File: src/verilog/rvIsaPkg.sv
package rvIsaPkg;

  typedef logic [31:0] wordT;
  typedef logic [4:0]  regIdxT;
  typedef logic [2:0]  funct3T;
  typedef logic [6:0]  funct7T;

  // an all-zero opcode field stops the core
  typedef enum logic [6:0] {
    OpHalt   = 7'b0000000,
    OpAlu    = 7'b0110011,
    OpAluImm = 7'b0010011,
    OpLui    = 7'b0110111,
    OpAuipc  = 7'b0010111,
    OpBranch = 7'b1100011,
    OpJump   = 7'b1101111,
    OpLoad   = 7'b0000011,
    OpStore  = 7'b0100011
  } opcodeT;

  localparam funct7T Funct7Sub      = 7'b0100000;
  localparam funct7T Funct7Mul      = 7'b0000001;
  localparam funct7T Funct7AddOrAnd = 7'b0000000;

  localparam funct3T Funct3Add  = 3'b000;
  localparam funct3T Funct3Or   = 3'b110;
  localparam funct3T Funct3And  = 3'b111;
  localparam funct3T Funct3Addi = 3'b000;
  localparam funct3T Funct3Slli = 3'b001;
  localparam funct3T Funct3Srli = 3'b101;

  localparam funct3T Funct3Beq = 3'b000;
  localparam funct3T Funct3Bne = 3'b001;
  localparam funct3T Funct3Blt = 3'b100;
  localparam funct3T Funct3Bge = 3'b101;

  typedef struct packed {
    opcodeT opcode;
    funct3T funct3;
    funct7T funct7;
    regIdxT rd;
    regIdxT rs1;
    regIdxT rs2;
    wordT   imm;   // already sign extended
  } decodedT;

endpackage

File: src/verilog/coreBusPkg.sv
package coreBusPkg;

  // byte address, low two bits ignored by the RAM
  typedef logic [9:0] addrT;

  typedef struct packed {
    logic           sel;
    logic           enable;
    logic           write;
    addrT           addr;
    rvIsaPkg::wordT wdata;
  } apbReqT;

  typedef struct packed {
    rvIsaPkg::wordT rdata;
    logic           ready;
  } apbRspT;

  typedef enum logic [1:0] {
    MstNone,
    MstHost,
    MstCore
  } masterT;

endpackage

File: src/verilog/busArbiter.sv
module busArbiter (
  input  logic               clk,
  input  logic               arstN,
  input  coreBusPkg::apbReqT hostReq,
  input  coreBusPkg::apbReqT coreReq,
  input  coreBusPkg::apbRspT ramRsp,
  output coreBusPkg::apbRspT hostRsp,
  output coreBusPkg::apbRspT coreRsp,
  output coreBusPkg::apbReqT ramReq
);

  coreBusPkg::masterT owner;
  coreBusPkg::masterT grant;
  logic               grantedLast;  // bus held since the previous cycle
  logic               complete;

  // host wins over core when the bus is free
  always_comb begin
    if (grantedLast)      grant = owner;
    else if (hostReq.sel) grant = coreBusPkg::MstHost;
    else if (coreReq.sel) grant = coreBusPkg::MstCore;
    else                  grant = coreBusPkg::MstNone;
  end

  always_comb begin
    case (grant)
      coreBusPkg::MstHost: ramReq = hostReq;
      coreBusPkg::MstCore: ramReq = coreReq;
      default:             ramReq = '0;
    endcase
    // grant cycle is always a setup cycle at the RAM
    ramReq.enable = ramReq.enable & grantedLast;
  end

  assign complete = ramReq.sel & ramReq.enable & ramRsp.ready;

  assign hostRsp.rdata = ramRsp.rdata;
  assign hostRsp.ready = complete && (grant == coreBusPkg::MstHost);
  assign coreRsp.rdata = ramRsp.rdata;
  assign coreRsp.ready = complete && (grant == coreBusPkg::MstCore);

  always_ff @(posedge clk or negedge arstN) begin
    if (!arstN) begin
      owner       <= coreBusPkg::MstNone;
      grantedLast <= 1'b0;
    end else begin
      owner       <= grant;
      grantedLast <= (grant != coreBusPkg::MstNone) && !complete;  // release after completion
    end
  end

endmodule

File: config.mk
export PLATFORM = sky130hd
export DESIGN_NAME = busArbiter
export DESIGN_NICKNAME = d
export VERILOG_FILES = /design/src/verilog/rvIsaPkg.sv /design/src/verilog/coreBusPkg.sv /design/src/verilog/busArbiter.sv
export SDC_FILE = /design/constraint.sdc
export NUM_CORES = 1
export LEC_CHECK = 0
export ABC_AREA = 1
export BUFFER_PORTS_ARGS = -buffer_cell sky130_fd_sc_hd__buf_2
export CORE_AREA = 2 2 92 94
export DETAILED_ROUTE_END_ITERATION = 8
export DIE_AREA = 0 0 94 96
export GPL_ROUTABILITY_DRIVEN = 0
export PLACE_DENSITY = 0.56
export SLEW_MARGIN = 5
export SYNTH_ARGS = -nofsm -noshare
export SYNTH_HDL_FRONTEND = slang
export SYNTH_SLANG_ARGS = --single-unit
File: constraint.sdc
create_clock -name clk -period 2 [get_ports clk]
set_input_delay 0.1 -clock clk [delete_from_list [all_inputs] [get_ports clk]]
set_output_delay 0.1 -clock clk [all_outputs]
set_load 0.03 [all_outputs]
## After elaboration in Yosys (flattened, before gate mapping)

Index checks and enable logic that the tools add are counted.

| operators by class | value |
|---|---|
| reductions and logical operators | 5 |
| bitwise operators | 3 |
| muxes and demuxes | 4 |
| eq/ne operators | 2 |

Operators by type and width:

| kind | count |
|---|---|
| $pmux W45 S2 | 1 |
| $mux W2 | 3 |
| $and A1 B1 Y1 | 3 |
| $logic_and A1 B1 Y1 | 3 |
| $eq A2 B1 Y1 const B | 1 |
| $eq A2 B2 Y1 const B | 1 |
| $reduce_bool A2 Y1 | 1 |
| $logic_not A1 Y1 | 1 |

| storage, ports and cells | value |
|---|---|
| output and inout port bits | 111 |
| flip-flop bits (word level) | 3 |

## Longest topological paths before layout

| depth | value |
|---|---|
| depth after elaboration | 10 |
| depth in mapped cells | 11 |
| depth with buffers taken out | 10 |

## Least setup slack after synthesis

Ideal clock, no wire load.

| timing path | value |
|---|---|
| path type | register to output |
| start point | register grantedLast |
| end point | output port coreRsp[0] in the netlist's numbering |
| slack | -0.077 ns |
| arrival | 1.977 ns |
| stages on the path, launching flop included | 10 |
| data required time | 1.900 ns |
| cells stage by stage | dfrtp_1 -> nor2_1 -> inv_1 -> o21ai_0 -> inv_1 -> ha_1 -> buf_2 -> inv_1 -> nand3_2 -> nor3_1 |

RTL lines:

| element | RTL line | RTL |
|---|---|---|
| from (decl) | busArbiter.sv:14 | `logic grantedLast;` |
| from (signal assigned) | busArbiter.sv:48 | `grantedLast <= (grant != coreBusPkg::MstNone) && !complete;` |
| to (decl) | busArbiter.sv:8 | `output coreBusPkg::apbRspT coreRsp,` |

==> out/metrics.cfg <==
[yosys]
syn-num-nets=366
synthDistinctLibCells=14
syn-cell-area_um2=1358
yosys_warnings=0
postSynthCellCount=238
ys_ff_latch=3
syn_area_per_cell_um2=5.704
synth-seq-area-share_pct=5.530

[min_path]
hp-class=in2out

[placed_design]
portBuffers=139
dp_cells=409
place_hpwl_um=3588
dp_slack_ns=0.1404

[critical_path]
arrival_ns=1.84
worst_setup_path_end_kind=output port
crit_fanout=20
critPathRequiredTime_ns=1.90
crit_type=reg2out
reg2reg_slack_ns=0.43
start_kind=flop

[detailed_routing]
detail-route-antenna-nets=0
drtIter0Drc=24
routed_wirelength_um=4587
dr_total_vias=1689
route.detailed.drc=0
avgRoutedWirePerCell_um=11.08
viasPerCell=4.080
drtPass1Iterations=6

[cells_and_area]
nets=438
utilization_pct=24.06
diodes=0
areaGrowthSynthToFinish_pct=42.67
stdcell_count=414
drive_above_1_share_pct=55.02

[floorplanning]
initial_core_util_pct=16.86
chipWidth_um=94
dieArea_um2=9024
io_pins=236
core.rowCount=33
core_area_um2=8051
die_y_um=96

[clocking]
clk_path_buf_depth=2
clk_latency_ns=0.21
cts_sinks=3
cts_buffers=3
cts_tree=yes
cts-root-buf=clkbuf_8
cts_setup_buffers=0
htree_levels=1
clk_pin_slew_ns=0.03

[sta]
period_share_pct=96.90
clock.fmax_mhz=516.0
maxSlewHeadroom_pct=80.53
period_needed_ns=1.938
holdWs_ns=0.2000
hold_violations=0
setup_viol=0
rsz0062_at_grt=true
setup_slack_ns=0.06197
fin_skew_ns=0.0004150
report.final.slew_viol_count=0
worst_slew_pin_slew_ns=0.2920

[global_route]
grt_pass1_wl_um=6320
grt_antenna_before_repair=0
overflow=0
grtUsageTotal_pct=8.517
grt_pass1_vias=1394
grt_max_degree=24

[outcome]
status=complete, no violations

[power]
power_density_nw_per_um2=2168
vdd_drop_max_mv=1.486
power_leakage_nw=0.9901

[job]
max_cap_violations=0

[routing by layer]
layer | share of wire, % | GRT usage, % | vias to the layer above
met5 | 0 | 0 | -
met4 | 5.1 | 5.676 | 0
met3 | 9.7 | 2.193 | 35
met2 | 49 | 14.58 | 90
met1 | 36 | 9.300 | 743
li1 | - | - | 821
[cells in the final DEF, fill, tap and decap left out, drive strengths merged]
master	count
a21oi	44
a22oi	1
buf	141
clkbuf	8
dfrtp	3
dlygate4sd3	1
ha	3
inv	7
nand2	93
nand3	1
nor2	4
nor3	2
o21ai	1
[cell usage after synthesis]
master / count / area (um^2)
a21oi_1: 44 / 220.2
a22oi_1: 1 / 7.510
buf_2: 5 / 25.02
buf_4: 71 / 533.0
buf_6: 3 / 33.78
dfrtp_1: 3 / 75.07
ha_1: 3 / 37.54
inv_1: 7 / 26.28
nand2_1: 89 / 334.1
nand2_2: 4 / 25.02
nand3_2: 1 / 10.01
nor2_1: 4 / 15.01
nor3_1: 2 / 10.01
o21ai_0: 1 / 5.000
[logic make-up (layout without fill, tap and decap cells)]
group | count (synthesis) | in the layout | synth area share, %
adders and majority gates | 3 | 3 | 2.765
and+or+nand+nor | 100 | 100 | 29.03
DFF | 3 | 3 | 5.530
buffers and inverters | 86 | 157 | 45.53
AOI/OAI and AO/OA | 46 | 46 | 17.14
[critical path: stages, from the launching register on]
cell	delay (ns)
dfrtp_1	0.41
nor2_2	0.15
inv_1	0.09
o21ai_4	0.09
inv_2	0.08
ha_4	0.28
buf_12	0.16
a21oi_1	0.15
buf_4	0.19
[sequential cells by signal (all words and copies together) (netlist names)]
register / flops
grantedLast: 1
owner: 2
[stage by stage]
step | TNS [ns] | area, um^2 | power, mW
2_1_floorplan | -0.1536 | 1358 | 2.778
3_3_place_gp | 0 | 1718 | 3.576
3_5_place_dp | 0 | 1718 | 3.591
4_1_cts | 0 | 1812 | 3.893
5_1_grt | -0.5105 | 1937 | 4.495
6_report | 0 | 1937 | 4.199
[where the power goes]
| group | leakage, nW | total [mW] | internal [mW] | switching (mW) |
|---|---|---|---|---|
| clock network | 0.0228 | 0.175 | 0.136 | 0.0389 |
| logic | 0.933 | 3.91 | 1.42 | 2.49 |
| registers | 0.0347 | 0.119 | 0.0906 | 0.0282 |
[worst paths after layout]
check                             from     endpoint  cells after the start
hold reg to reg               owner[1]     owner[1]                      2
hold / removal              ramRsp[15]  coreRsp[15]                      0
setup reg to reg           grantedLast  grantedLast                      9
setup / recovery           grantedLast   ramReq[25]                      8
min in group asynchronous        arstN     owner[0]                      2
max in group asynchronous        arstN  grantedLast                      2
[final cells by class]
class,count,area [um^2]
inverter,7,26.28
tap,105,131.4
timing repair buffer,146,910.9
sequential,3,75.07
fill,919,6115
multi-input combinational,149,748.2
clock buffer,4,45.04
[timing repair]
item	4_1_cts	5_1_grt
gates cloned	0	0
endpoints found under the setup margin	45	44
gates resized for setup	9	70
hold endpoints to repair	3	0
pin swaps	1	1
hold buffers	1	0
Note: power is estimated with default switching activity, not from simulation.
