**src/verilog/rvIsaPkg.sv**
```systemverilog
package rvIsaPkg;

  typedef logic [31:0] wordT;
  typedef logic [4:0]  regIdxT;
  typedef logic [2:0]  funct3T;
  typedef logic [6:0]  funct7T;

  // an all-zero opcode field stops the core
  typedef enum logic [6:0] {
    OpHalt   = 7'b0000000,
    OpAlu    = 7'b0110011,
    OpAluImm = 7'b0010011,
    OpLui    = 7'b0110111,
    OpAuipc  = 7'b0010111,
    OpBranch = 7'b1100011,
    OpJump   = 7'b1101111,
    OpLoad   = 7'b0000011,
    OpStore  = 7'b0100011
  } opcodeT;

  localparam funct7T Funct7Sub      = 7'b0100000;
  localparam funct7T Funct7Mul      = 7'b0000001;
  localparam funct7T Funct7AddOrAnd = 7'b0000000;

  localparam funct3T Funct3Add  = 3'b000;
  localparam funct3T Funct3Or   = 3'b110;
  localparam funct3T Funct3And  = 3'b111;
  localparam funct3T Funct3Addi = 3'b000;
  localparam funct3T Funct3Slli = 3'b001;
  localparam funct3T Funct3Srli = 3'b101;

  localparam funct3T Funct3Beq = 3'b000;
  localparam funct3T Funct3Bne = 3'b001;
  localparam funct3T Funct3Blt = 3'b100;
  localparam funct3T Funct3Bge = 3'b101;

  typedef struct packed {
    opcodeT opcode;
    funct3T funct3;
    funct7T funct7;
    regIdxT rd;
    regIdxT rs1;
    regIdxT rs2;
    wordT   imm;   // already sign extended
  } decodedT;

endpackage

```
**src/verilog/coreBusPkg.sv**
```systemverilog
package coreBusPkg;

  // byte address, low two bits ignored by the RAM
  typedef logic [9:0] addrT;

  typedef struct packed {
    logic           sel;
    logic           enable;
    logic           write;
    addrT           addr;
    rvIsaPkg::wordT wdata;
  } apbReqT;

  typedef struct packed {
    rvIsaPkg::wordT rdata;
    logic           ready;
  } apbRspT;

  typedef enum logic [1:0] {
    MstNone,
    MstHost,
    MstCore
  } masterT;

endpackage

```
**src/verilog/alu.sv**
```systemverilog
module alu (
  input  rvIsaPkg::wordT    pc,
  input  rvIsaPkg::decodedT dec,
  input  rvIsaPkg::wordT    aluIn1,
  input  rvIsaPkg::wordT    aluIn2,
  output rvIsaPkg::wordT    aluOut,
  output rvIsaPkg::wordT    newPc,
  output logic              branchTaken
);

  rvIsaPkg::wordT aluAdd;
  rvIsaPkg::wordT aluSub;
  rvIsaPkg::wordT aluMul;

  assign aluAdd = aluIn1 + aluIn2;
  assign aluSub = aluIn1 - aluIn2;
  assign aluMul = aluIn1 * aluIn2;  // low word only
  assign newPc  = pc + dec.imm;     // branch/jump target, also AUIPC

  always_comb begin
    aluOut      = '0;
    branchTaken = 1'b0;
    case (dec.opcode)
      rvIsaPkg::OpAlu: begin
        case (dec.funct7)
          rvIsaPkg::Funct7Sub: aluOut = aluSub;
          rvIsaPkg::Funct7Mul: aluOut = aluMul;
          rvIsaPkg::Funct7AddOrAnd: begin
            case (dec.funct3)
              rvIsaPkg::Funct3Add: aluOut = aluAdd;
              rvIsaPkg::Funct3Or:  aluOut = aluIn1 | aluIn2;
              rvIsaPkg::Funct3And: aluOut = aluIn1 & aluIn2;
              default:             aluOut = '0;
            endcase
          end
          default: aluOut = '0;
        endcase
      end
      rvIsaPkg::OpAluImm: begin
        case (dec.funct3)
          rvIsaPkg::Funct3Addi: aluOut = aluIn1 + dec.imm;
          rvIsaPkg::Funct3Slli: aluOut = aluIn1 << aluIn2[4:0];  // aluIn2 holds shamt
          rvIsaPkg::Funct3Srli: aluOut = aluIn1 >> aluIn2[4:0];
          default:              aluOut = '0;
        endcase
      end
      rvIsaPkg::OpLui:   aluOut = dec.imm;
      rvIsaPkg::OpAuipc: aluOut = newPc;
      rvIsaPkg::OpBranch: begin
        // unsigned compares only
        case (dec.funct3)
          rvIsaPkg::Funct3Beq: branchTaken = (aluSub == '0);
          rvIsaPkg::Funct3Bne: branchTaken = (aluSub != '0);
          rvIsaPkg::Funct3Bge: branchTaken = (aluIn1 >= aluIn2);
          rvIsaPkg::Funct3Blt: branchTaken = (aluIn1 < aluIn2);
          default:             branchTaken = 1'b0;
        endcase
      end
      rvIsaPkg::OpJump:  branchTaken = 1'b1;
      rvIsaPkg::OpLoad:  aluOut = aluIn1 + dec.imm;
      rvIsaPkg::OpStore: aluOut = aluIn1 + dec.imm;
      default:           aluOut = '0;
    endcase
  end

endmodule

```
**src/verilog/coreControl.sv**
```systemverilog
module coreControl (
  input  logic               clk,
  input  logic               arstN,
  input  logic               run,
  input  coreBusPkg::apbRspT busRsp,
  output coreBusPkg::apbReqT busReq,
  output logic               halted,
  output logic               busy
);

  typedef enum logic [2:0] {Idle, Fetch, Execute, Mem, Halt} stateT;

  stateT             state;
  logic              accessPhase;  // set once the setup cycle has been sent
  rvIsaPkg::wordT    pc;
  rvIsaPkg::wordT    ir;
  rvIsaPkg::wordT    regFile [32];
  rvIsaPkg::decodedT dec;
  rvIsaPkg::wordT    rs1Val;
  rvIsaPkg::wordT    rs2Val;
  rvIsaPkg::wordT    aluIn2;
  rvIsaPkg::wordT    aluOut;
  rvIsaPkg::wordT    newPc;
  rvIsaPkg::wordT    pcPlus4;
  rvIsaPkg::wordT    rdData;
  logic              branchTaken;
  logic              busDone;
  logic              rdWrite;
  logic              isMemOp;

  instrDecoder decoder (.instr(ir), .dec(dec));

  alu aluUnit (
    .pc(pc), .dec(dec), .aluIn1(rs1Val), .aluIn2(aluIn2),
    .aluOut(aluOut), .newPc(newPc), .branchTaken(branchTaken)
  );

  assign rs1Val  = (dec.rs1 == '0) ? '0 : regFile[dec.rs1];  // x0 reads zero
  assign rs2Val  = (dec.rs2 == '0) ? '0 : regFile[dec.rs2];
  assign aluIn2  = (dec.opcode == rvIsaPkg::OpAluImm) ? dec.imm : rs2Val;
  assign pcPlus4 = pc + 32'd4;
  assign busDone = busReq.sel & busReq.enable & busRsp.ready;
  assign isMemOp = (dec.opcode == rvIsaPkg::OpLoad) || (dec.opcode == rvIsaPkg::OpStore);
  assign halted  = (state == Halt);
  assign busy    = (state == Fetch) || (state == Execute) || (state == Mem);

  always_comb begin
    busReq        = '0;
    busReq.addr   = (state == Mem) ? coreBusPkg::addrT'(aluOut) : coreBusPkg::addrT'(pc);
    busReq.wdata  = rs2Val;
    if (state == Fetch || state == Mem) begin
      busReq.sel    = 1'b1;
      busReq.enable = accessPhase;
      busReq.write  = (state == Mem) && (dec.opcode == rvIsaPkg::OpStore);
    end
  end

  // writeback at end of Execute, loads at end of Mem
  always_comb begin
    rdWrite = 1'b0;
    rdData  = aluOut;
    if (state == Execute) begin
      case (dec.opcode)
        rvIsaPkg::OpAlu, rvIsaPkg::OpAluImm, rvIsaPkg::OpLui, rvIsaPkg::OpAuipc: rdWrite = 1'b1;
        rvIsaPkg::OpJump: begin
          rdWrite = 1'b1;
          rdData  = pcPlus4;  // link value
        end
        default: rdWrite = 1'b0;
      endcase
    end else if (state == Mem && busDone && dec.opcode == rvIsaPkg::OpLoad) begin
      rdWrite = 1'b1;
      rdData  = busRsp.rdata;
    end
  end

  always_ff @(posedge clk) begin
    if (rdWrite && dec.rd != '0) regFile[dec.rd] <= rdData;
    if (state == Fetch && busDone) ir <= busRsp.rdata;
  end

  always_ff @(posedge clk or negedge arstN) begin
    if (!arstN) begin
      state       <= Idle;
      accessPhase <= 1'b0;
      pc          <= '0;
    end else begin
      case (state)
        Idle: if (run) state <= Fetch;
        Fetch, Mem: begin
          accessPhase <= ~busDone;
          if (busDone) state <= (state == Fetch) ? Execute : Fetch;
        end
        Execute: begin
          if (dec.opcode == rvIsaPkg::OpHalt) begin
            state <= Halt;
          end else begin
            pc    <= branchTaken ? newPc : pcPlus4;
            state <= isMemOp ? Mem : Fetch;
          end
        end
        Halt: begin
          if (!run) begin
            state <= Idle;
            pc    <= '0;
          end
        end
        default: state <= Idle;
      endcase
    end
  end

endmodule

```
**src/verilog/instrDecoder.sv**
```systemverilog
module instrDecoder (
  input  rvIsaPkg::wordT    instr,
  output rvIsaPkg::decodedT dec
);

  always_comb begin
    dec.opcode = rvIsaPkg::opcodeT'(instr[6:0]);
    dec.rd     = instr[11:7];
    dec.funct3 = instr[14:12];
    dec.rs1    = instr[19:15];
    dec.rs2    = instr[24:20];
    dec.funct7 = instr[31:25];

    case (dec.opcode)
      rvIsaPkg::OpAluImm: begin
        if (dec.funct3 == rvIsaPkg::Funct3Slli || dec.funct3 == rvIsaPkg::Funct3Srli) begin
          dec.imm = {27'b0, instr[24:20]};  // shift amount
        end else begin
          dec.imm = {{20{instr[31]}}, instr[31:20]};
        end
      end
      rvIsaPkg::OpLoad:  dec.imm = {{20{instr[31]}}, instr[31:20]};
      rvIsaPkg::OpStore: dec.imm = {{20{instr[31]}}, instr[31:25], instr[11:7]};
      rvIsaPkg::OpBranch: begin
        dec.imm = {{19{instr[31]}}, instr[31], instr[7], instr[30:25], instr[11:8], 1'b0};
      end
      rvIsaPkg::OpLui, rvIsaPkg::OpAuipc: dec.imm = {instr[31:12], 12'b0};
      rvIsaPkg::OpJump: begin
        dec.imm = {{11{instr[31]}}, instr[31], instr[19:12], instr[20], instr[30:21], 1'b0};
      end
      default: dec.imm = '0;
    endcase
  end

endmodule

```
**config.mk**
```make
export PLATFORM = sky130hd
export DESIGN_NAME = coreControl
export DESIGN_NICKNAME = d
export VERILOG_FILES = /design/src/verilog/rvIsaPkg.sv /design/src/verilog/coreBusPkg.sv /design/src/verilog/alu.sv /design/src/verilog/coreControl.sv /design/src/verilog/instrDecoder.sv
export SDC_FILE = /design/constraint.sdc
export NUM_CORES = 2
export LEC_CHECK = 0
export ABC_AREA = 0
export ABC_CLOCK_PERIOD_IN_PS = 30700
export BUFFER_PORTS_ARGS = -buffer_cell sky130_fd_sc_hd__buf_2
export CAP_MARGIN = 25
export CELL_PAD_IN_SITES_DETAIL_PLACEMENT = 0
export CELL_PAD_IN_SITES_GLOBAL_PLACEMENT = 1
export CORE_MARGIN = 3
export CORE_UTILIZATION = 58
export DETAILED_ROUTE_END_ITERATION = 6
export PLACE_DENSITY = 0.87
export SKIP_LAST_GASP = 1
export SYNTH_ARGS = -nofsm -noshare
export SYNTH_HDL_FRONTEND = slang
export SYNTH_SLANG_ARGS = --single-unit
```
**constraint.sdc**
```tcl
create_clock -name clk -period 30.7 [get_ports clk]
set_clock_uncertainty 0.05 [all_clocks]
set_input_delay 3.07 -clock clk [delete_from_list [all_inputs] [get_ports clk]]
set_output_delay 3.07 -clock clk [all_outputs]
set_load 0.01 [all_outputs]
```
Word-level counts from Yosys, hierarchy flattened
Memory sizes are Yosys's and may differ from the RTL's. A register that Yosys moved wholly into a read port is not among the register bits.
Index checks and enable logic that the tools add are counted.
Storage, ports and cells
  output and inout port bits: 47
  flip-flop bits (word level): 68
  memories kept: 1
  RAM bits: 1024
Memory list
  regFile: words 32, bits a word 32, rd ports 2, clocked after memory_dff 2, wr ports 1, RTL line coreControl.sv:17  | rvIsaPkg::wordT regFile [32];
Operators by class
  shift operators: 2
  equal/unequal tests: 23
  bitwise operators: 5
  add/subtract/negate cells: 5
  $lt $le $gt $ge: 2
  reductions and logical operators: 26
  $mul: 1
  multiplexer cells: 34
Operators with widths (count)
  32-bit two-way mux: 10
  32-bit case mux with 3 select lines: 3
  32-bit case mux with 6 select lines: 1
  32-bit case mux with 5 select lines: 1
  32-bit adder: 3
  32-bit case mux with 2 select lines: 1
  32-bit by 3-bit adder with 32-bit output (second input constant): 1
  32-bit AND: 1
  32-bit greater-or-equal comparator: 1
  32-bit logical NOT: 1
  32-bit less-than comparator: 1
  32-bit by 32-bit multiplier with 32-bit output: 1
  32-bit bitwise OR: 1
  32-bit nonzero test: 1
  32-bit by 5-bit << shifter with 32-bit output: 1
  32-bit by 5-bit >> shifter with 32-bit output: 1
  32-bit subtractor: 1
  7-bit by 6-bit == test with 1-bit output (second input constant): 4
  3-bit == test (second input constant): 5
  3-bit two-way mux: 5
  7-bit by 5-bit == test with 1-bit output (second input constant): 2
  7-bit == test (second input constant): 2
  7-bit logical NOT: 2
  3-bit case mux with 4 select lines: 1
  22 further kinds: 47

Longest topological paths before layout
  word-level depth: 12
  gate-level depth with buffers: 46
  gate-level depth less buffers: 37

Cells and area by module
From an unflattened synthesis, not the netlist that was laid out.
Second synthesis, totals
  cells, all modules: 6283
  area total of the unflattened synthesis: 79100.9 um2
Modules (own cells, without submodules)
  coreControl: cells each 2678, instances 1, area an instance 51672.1 um2, seq. area each 32611.3 um2
  alu: cells each 3511, instances 1, area an instance 26765.7 um2, seq. area each 0.0 um2
  instrDecoder: cells each 94, instances 1, area an instance 663.1 um2, seq. area each 0.0 um2

Least setup slack after synthesis
Ideal clock, no wire load.
  path type: register to register
  from: register with a tool-made name
  to: memory regFile[0][28] (netlist bit) (data pin)
  data arrival time: 11140 ps
  stages on the path, launching flop included: 40
  path slack: 19042 ps
  path buffers: 9
  required time: 30183 ps
  library setup time: 467 ps
  path through: dfxtp_1 > buf_6 > buf_6 > buf_4 > buf_4 > mux4_2 > mux2_2 > a2bb2oi_1 > and3_1 > mux2i_1 > buf_2 > buf_2 > buf_1 > buf_2 > buf_1 > nor2_1 > fa_1 > fa_1 > (+4 left out) > fa_1 > fa_1 > fa_1 > fa_1 > ha_1 > a21o_1 > a21o_1 > a21oi_1 > nor2b_1 > o21ai_0 > a2111oi_0 > nor3_1 > xor2_1 > a222oi_1 > o211ai_1 > a221o_1 > a21oi_1 > a211oi_1
RTL lines (RTL line)
  to (decl): coreControl.sv:17

==> summary.txt <==
Run status
  • Status: completed

Logic synthesis
  • Synthesized area per cell: 12.6 um^2
  • Mapped cell area: 80100 um^2
  • Post-synth EDFFs: 1056
  • Cells after Synth: 6350
  • Main flop type after synthesis: edfxtp_1
  • Yosys warning count: 0
  • Distinct cell type count after synthesis: 109
  • Sequential share of the synthesized area: 0.409
  • Asr flop ratio synth: 0.0327
  • Synthesis-stage register bit count: 1102

Placed design
  • DP Wirelength: 211000 um
  • Cell Area, Placed: 83000 um^2
  • GP Congestion: 1.07
  • Port Buffers: 82

Floorplan
  • Ports: 83
  • Die width: 378 um
  • Row count: 135
  • Die Y: 378 um
  • Starting Density: 0.588
  • Core Box Area: 136000 um^2
  • Die ar.: 143000 um^2

Route
  • Initial DRC count: 10.0k
  • Number of remaining DRC errors: 0
  • Routed length per instance: 39.4 um
  • DRT antenna net count: 0
  • Vias per cell: 7.51
  • Routed vias: 62.2k
  • First-pass DRT Iterations: 7
  • Routed wire length: 326000 um

GRT
  • GRT Residual Overflow: 0
  • Largest net degree at the start of global routing: 126
  • GRT Total Usage: 0.459
  • Number of global-route vias before repair: 61.8k
  • Global-route wire length before repair: 459000 um
  • Initial antenna violation count: 14

Final layout
  • Area Growth Syn to Fin: 8.08%
  • Nets: 7135
  • Fraction of layout cells with a size suffix above 1: 0.191
  • Fin area: 86600 um^2
  • Final design utilization: 0.635

Critical path
  • WP depth: 27
  • CP startpoint kind: flip-flop
  • WP data required: 27.58 ns
  • CP peak stage delay: 1.01 ns
  • CP Capture Type: primary output
  • Crit path top cell by count: ha_1
  • R2R Setup Slk: 16.64 ns
  • CP max-delay cell: dfxtp_4
  • WP buf/inv: 8
  • Reg2Reg Depth: 33
  • WS Path Type: flip-flop to primary output
  • Top Family by Delay on Critical Path: adder cells
  • Critical Path Fanout Max: 48
  • WP data arrival: 11.92 ns

Clock tree
  • H-tree depth: 3
  • Total CTS buffers: 108
  • Worst-skew pair later-pin latency: 0.75 ns
  • TritonCTS clock tree: built
  • Clock root buffer: clkbuf_16
  • Num Clock Sinks: 1102
  • CTS Hold Bufs: 0
  • Post-CTS sizing: 0
  • Setup Buffers After CTS: 0
  • Clock slew at reported path FFs: 0.06 ns
  • Max Root-Sink Buffers: 3

Min path
  • Worst min path class: flip-flop to flip-flop
  • Hold path cells: 1

Timing
  • Period utilisation layout: 0.490
  • Final Hold Fails: 0
  • Hold WS: 0.492 ns
  • RSZ-0062 raised after global routing: false
  • Min Tclk post-route: 15.04 ns
  • Final number of setup-violating endpoints: 0
  • Max Slew Vio Count: 0
  • Worst slew pin tran: 1.20 ns
  • Worst slew margin: 0.197
  • Final TNS setup: 0 ns
  • Fmax: 66.5 MHz

Job
  • Number of max-cap violations: 0
==> worst paths after layout <==
check / from / endpoint
min in group asynchronous: arstN / accessPhase
hold reg to reg: accessPhase / accessPhase
setup reg to reg: flip-flop / regFile[29][28]
hold / removal: accessPhase / accessPhase
setup / recovery: flip-flop / busReq[41]
max in group asynchronous: arstN / pc[10]
==> routing by layer <==
layer  up-vias  GRT usage  wire length (um)  part of all wire
met5         -          0                22          0.000067
met4         4      0.345             31600             0.097
met3      1660      0.155             47100              0.14
met2      5874      0.683            143000              0.44
met1     30900      0.558            104000              0.32
li1      23800          -                 -                 -
==> state kept, by name, indices dropped and copies added (netlist names), named ones only <==
register,count
accessPhase,1
ir,32
pc,32
regFile,1024
state,3
==> per-stage QoR <==
stage	setup slack, ns	cells
after floorplan	19.04	6381
after global placement	16.98	8055
after detailed placement	16.84	8066
after CTS	15.97	8263
after global routing	15.48	8272
final	15.66	8280
==> placed cells by master (no fill, tap or decap), types with 23 or more instances in the layout <==
cell / n
a211oi_1: 27
a21o_1: 101
a21oi_1: 242
a221oi_1: 31
a22o_1: 28
a22oi_1: 31
a31oi_1: 27
and2_1: 31
and3_1: 26
buf_2: 84
buf_4: 207
clkbuf_1: 23
clkbuf_16: 109
clkinv_1: 34
conb_1: 32
dfrtp_1: 36
edfxtp_1: 1056
fa_1: 412
ha_1: 283
inv_1: 544
mux2_2: 33
mux2i_1: 187
mux4_2: 587
nand2_1: 500
nand2b_1: 46
nand3_1: 94
nand4_1: 23
nor2_1: 534
nor2_4: 32
nor2b_1: 37
nor3_1: 58
o211ai_1: 34
o21a_1: 25
o21ai_0: 181
o21ai_1: 31
o21bai_1: 31
o22ai_1: 60
xnor2_1: 135
xor2_1: 58
==> synthesized netlist by cell type, types with 23 or more instances <==
master | instances | share of area
ha_1 | 283 | 0.044
xnor2_1 | 135 | 0.015
xor2_1 | 58 | 0.0063
fa_1 | 412 | 0.10
mux2i_1 | 189 | 0.024
and3_1 | 26 | 0.0020
o21a_1 | 26 | 0.0024
o21ai_1 | 33 | 0.0021
edfxtp_1 | 1056 | 0.40
o211ai_1 | 34 | 0.0032
buf_2 | 93 | 0.0058
nand4_1 | 23 | 0.0018
inv_1 | 546 | 0.026
mux4_2 | 587 | 0.16
nand3_1 | 94 | 0.0059
a21o_1 | 101 | 0.0095
a221oi_1 | 31 | 0.0034
clkbuf_1 | 183 | 0.0086
buf_4 | 30 | 0.0028
nand2_1 | 500 | 0.023
o21bai_1 | 31 | 0.0029
nor2b_1 | 38 | 0.0030
mux2_2 | 33 | 0.0046
dfrtp_1 | 36 | 0.011
buf_6 | 42 | 0.0059
nor2_1 | 574 | 0.027
a22o_1 | 28 | 0.0031
a211oi_1 | 29 | 0.0027
a22oi_1 | 32 | 0.0030
nor3_1 | 61 | 0.0038
nand2b_1 | 46 | 0.0036
and2_1 | 31 | 0.0024
a21oi_1 | 250 | 0.016
o21ai_0 | 185 | 0.012
a31oi_1 | 28 | 0.0022
buf_1 | 39 | 0.0018
o22ai_1 | 67 | 0.0052
==> layout make-up <==
type	count	area, um^2
clock inverter	65	576
clock buffer	132	2810
timing repair buffer	309	2360
sequential	1102	32800
multi-input combinational	4313	43600
fill	9870	49700
tap	1781	2230
antenna	8	20.0
inverter	570	2140
==> cells by family (layout without fill, tap and decap cells) <==
family,count (synthesis),after routing,synth area share
XOR/XNOR,195,195,0.0217
multiplexers,816,816,0.195
other,1,40,0.0000468
AND/OR/NAND/NOR,1490,1490,0.0815
adder cells (fa/ha/maj),695,695,0.147
flip-flops,1102,1102,0.409
buffers and inverters,966,1076,0.0537
AO/OA/AOI/OAI,1085,1085,0.0914
Power is not shown: default switching activity piles up to over one toggle a cycle in this logic, so the estimate is an artifact.
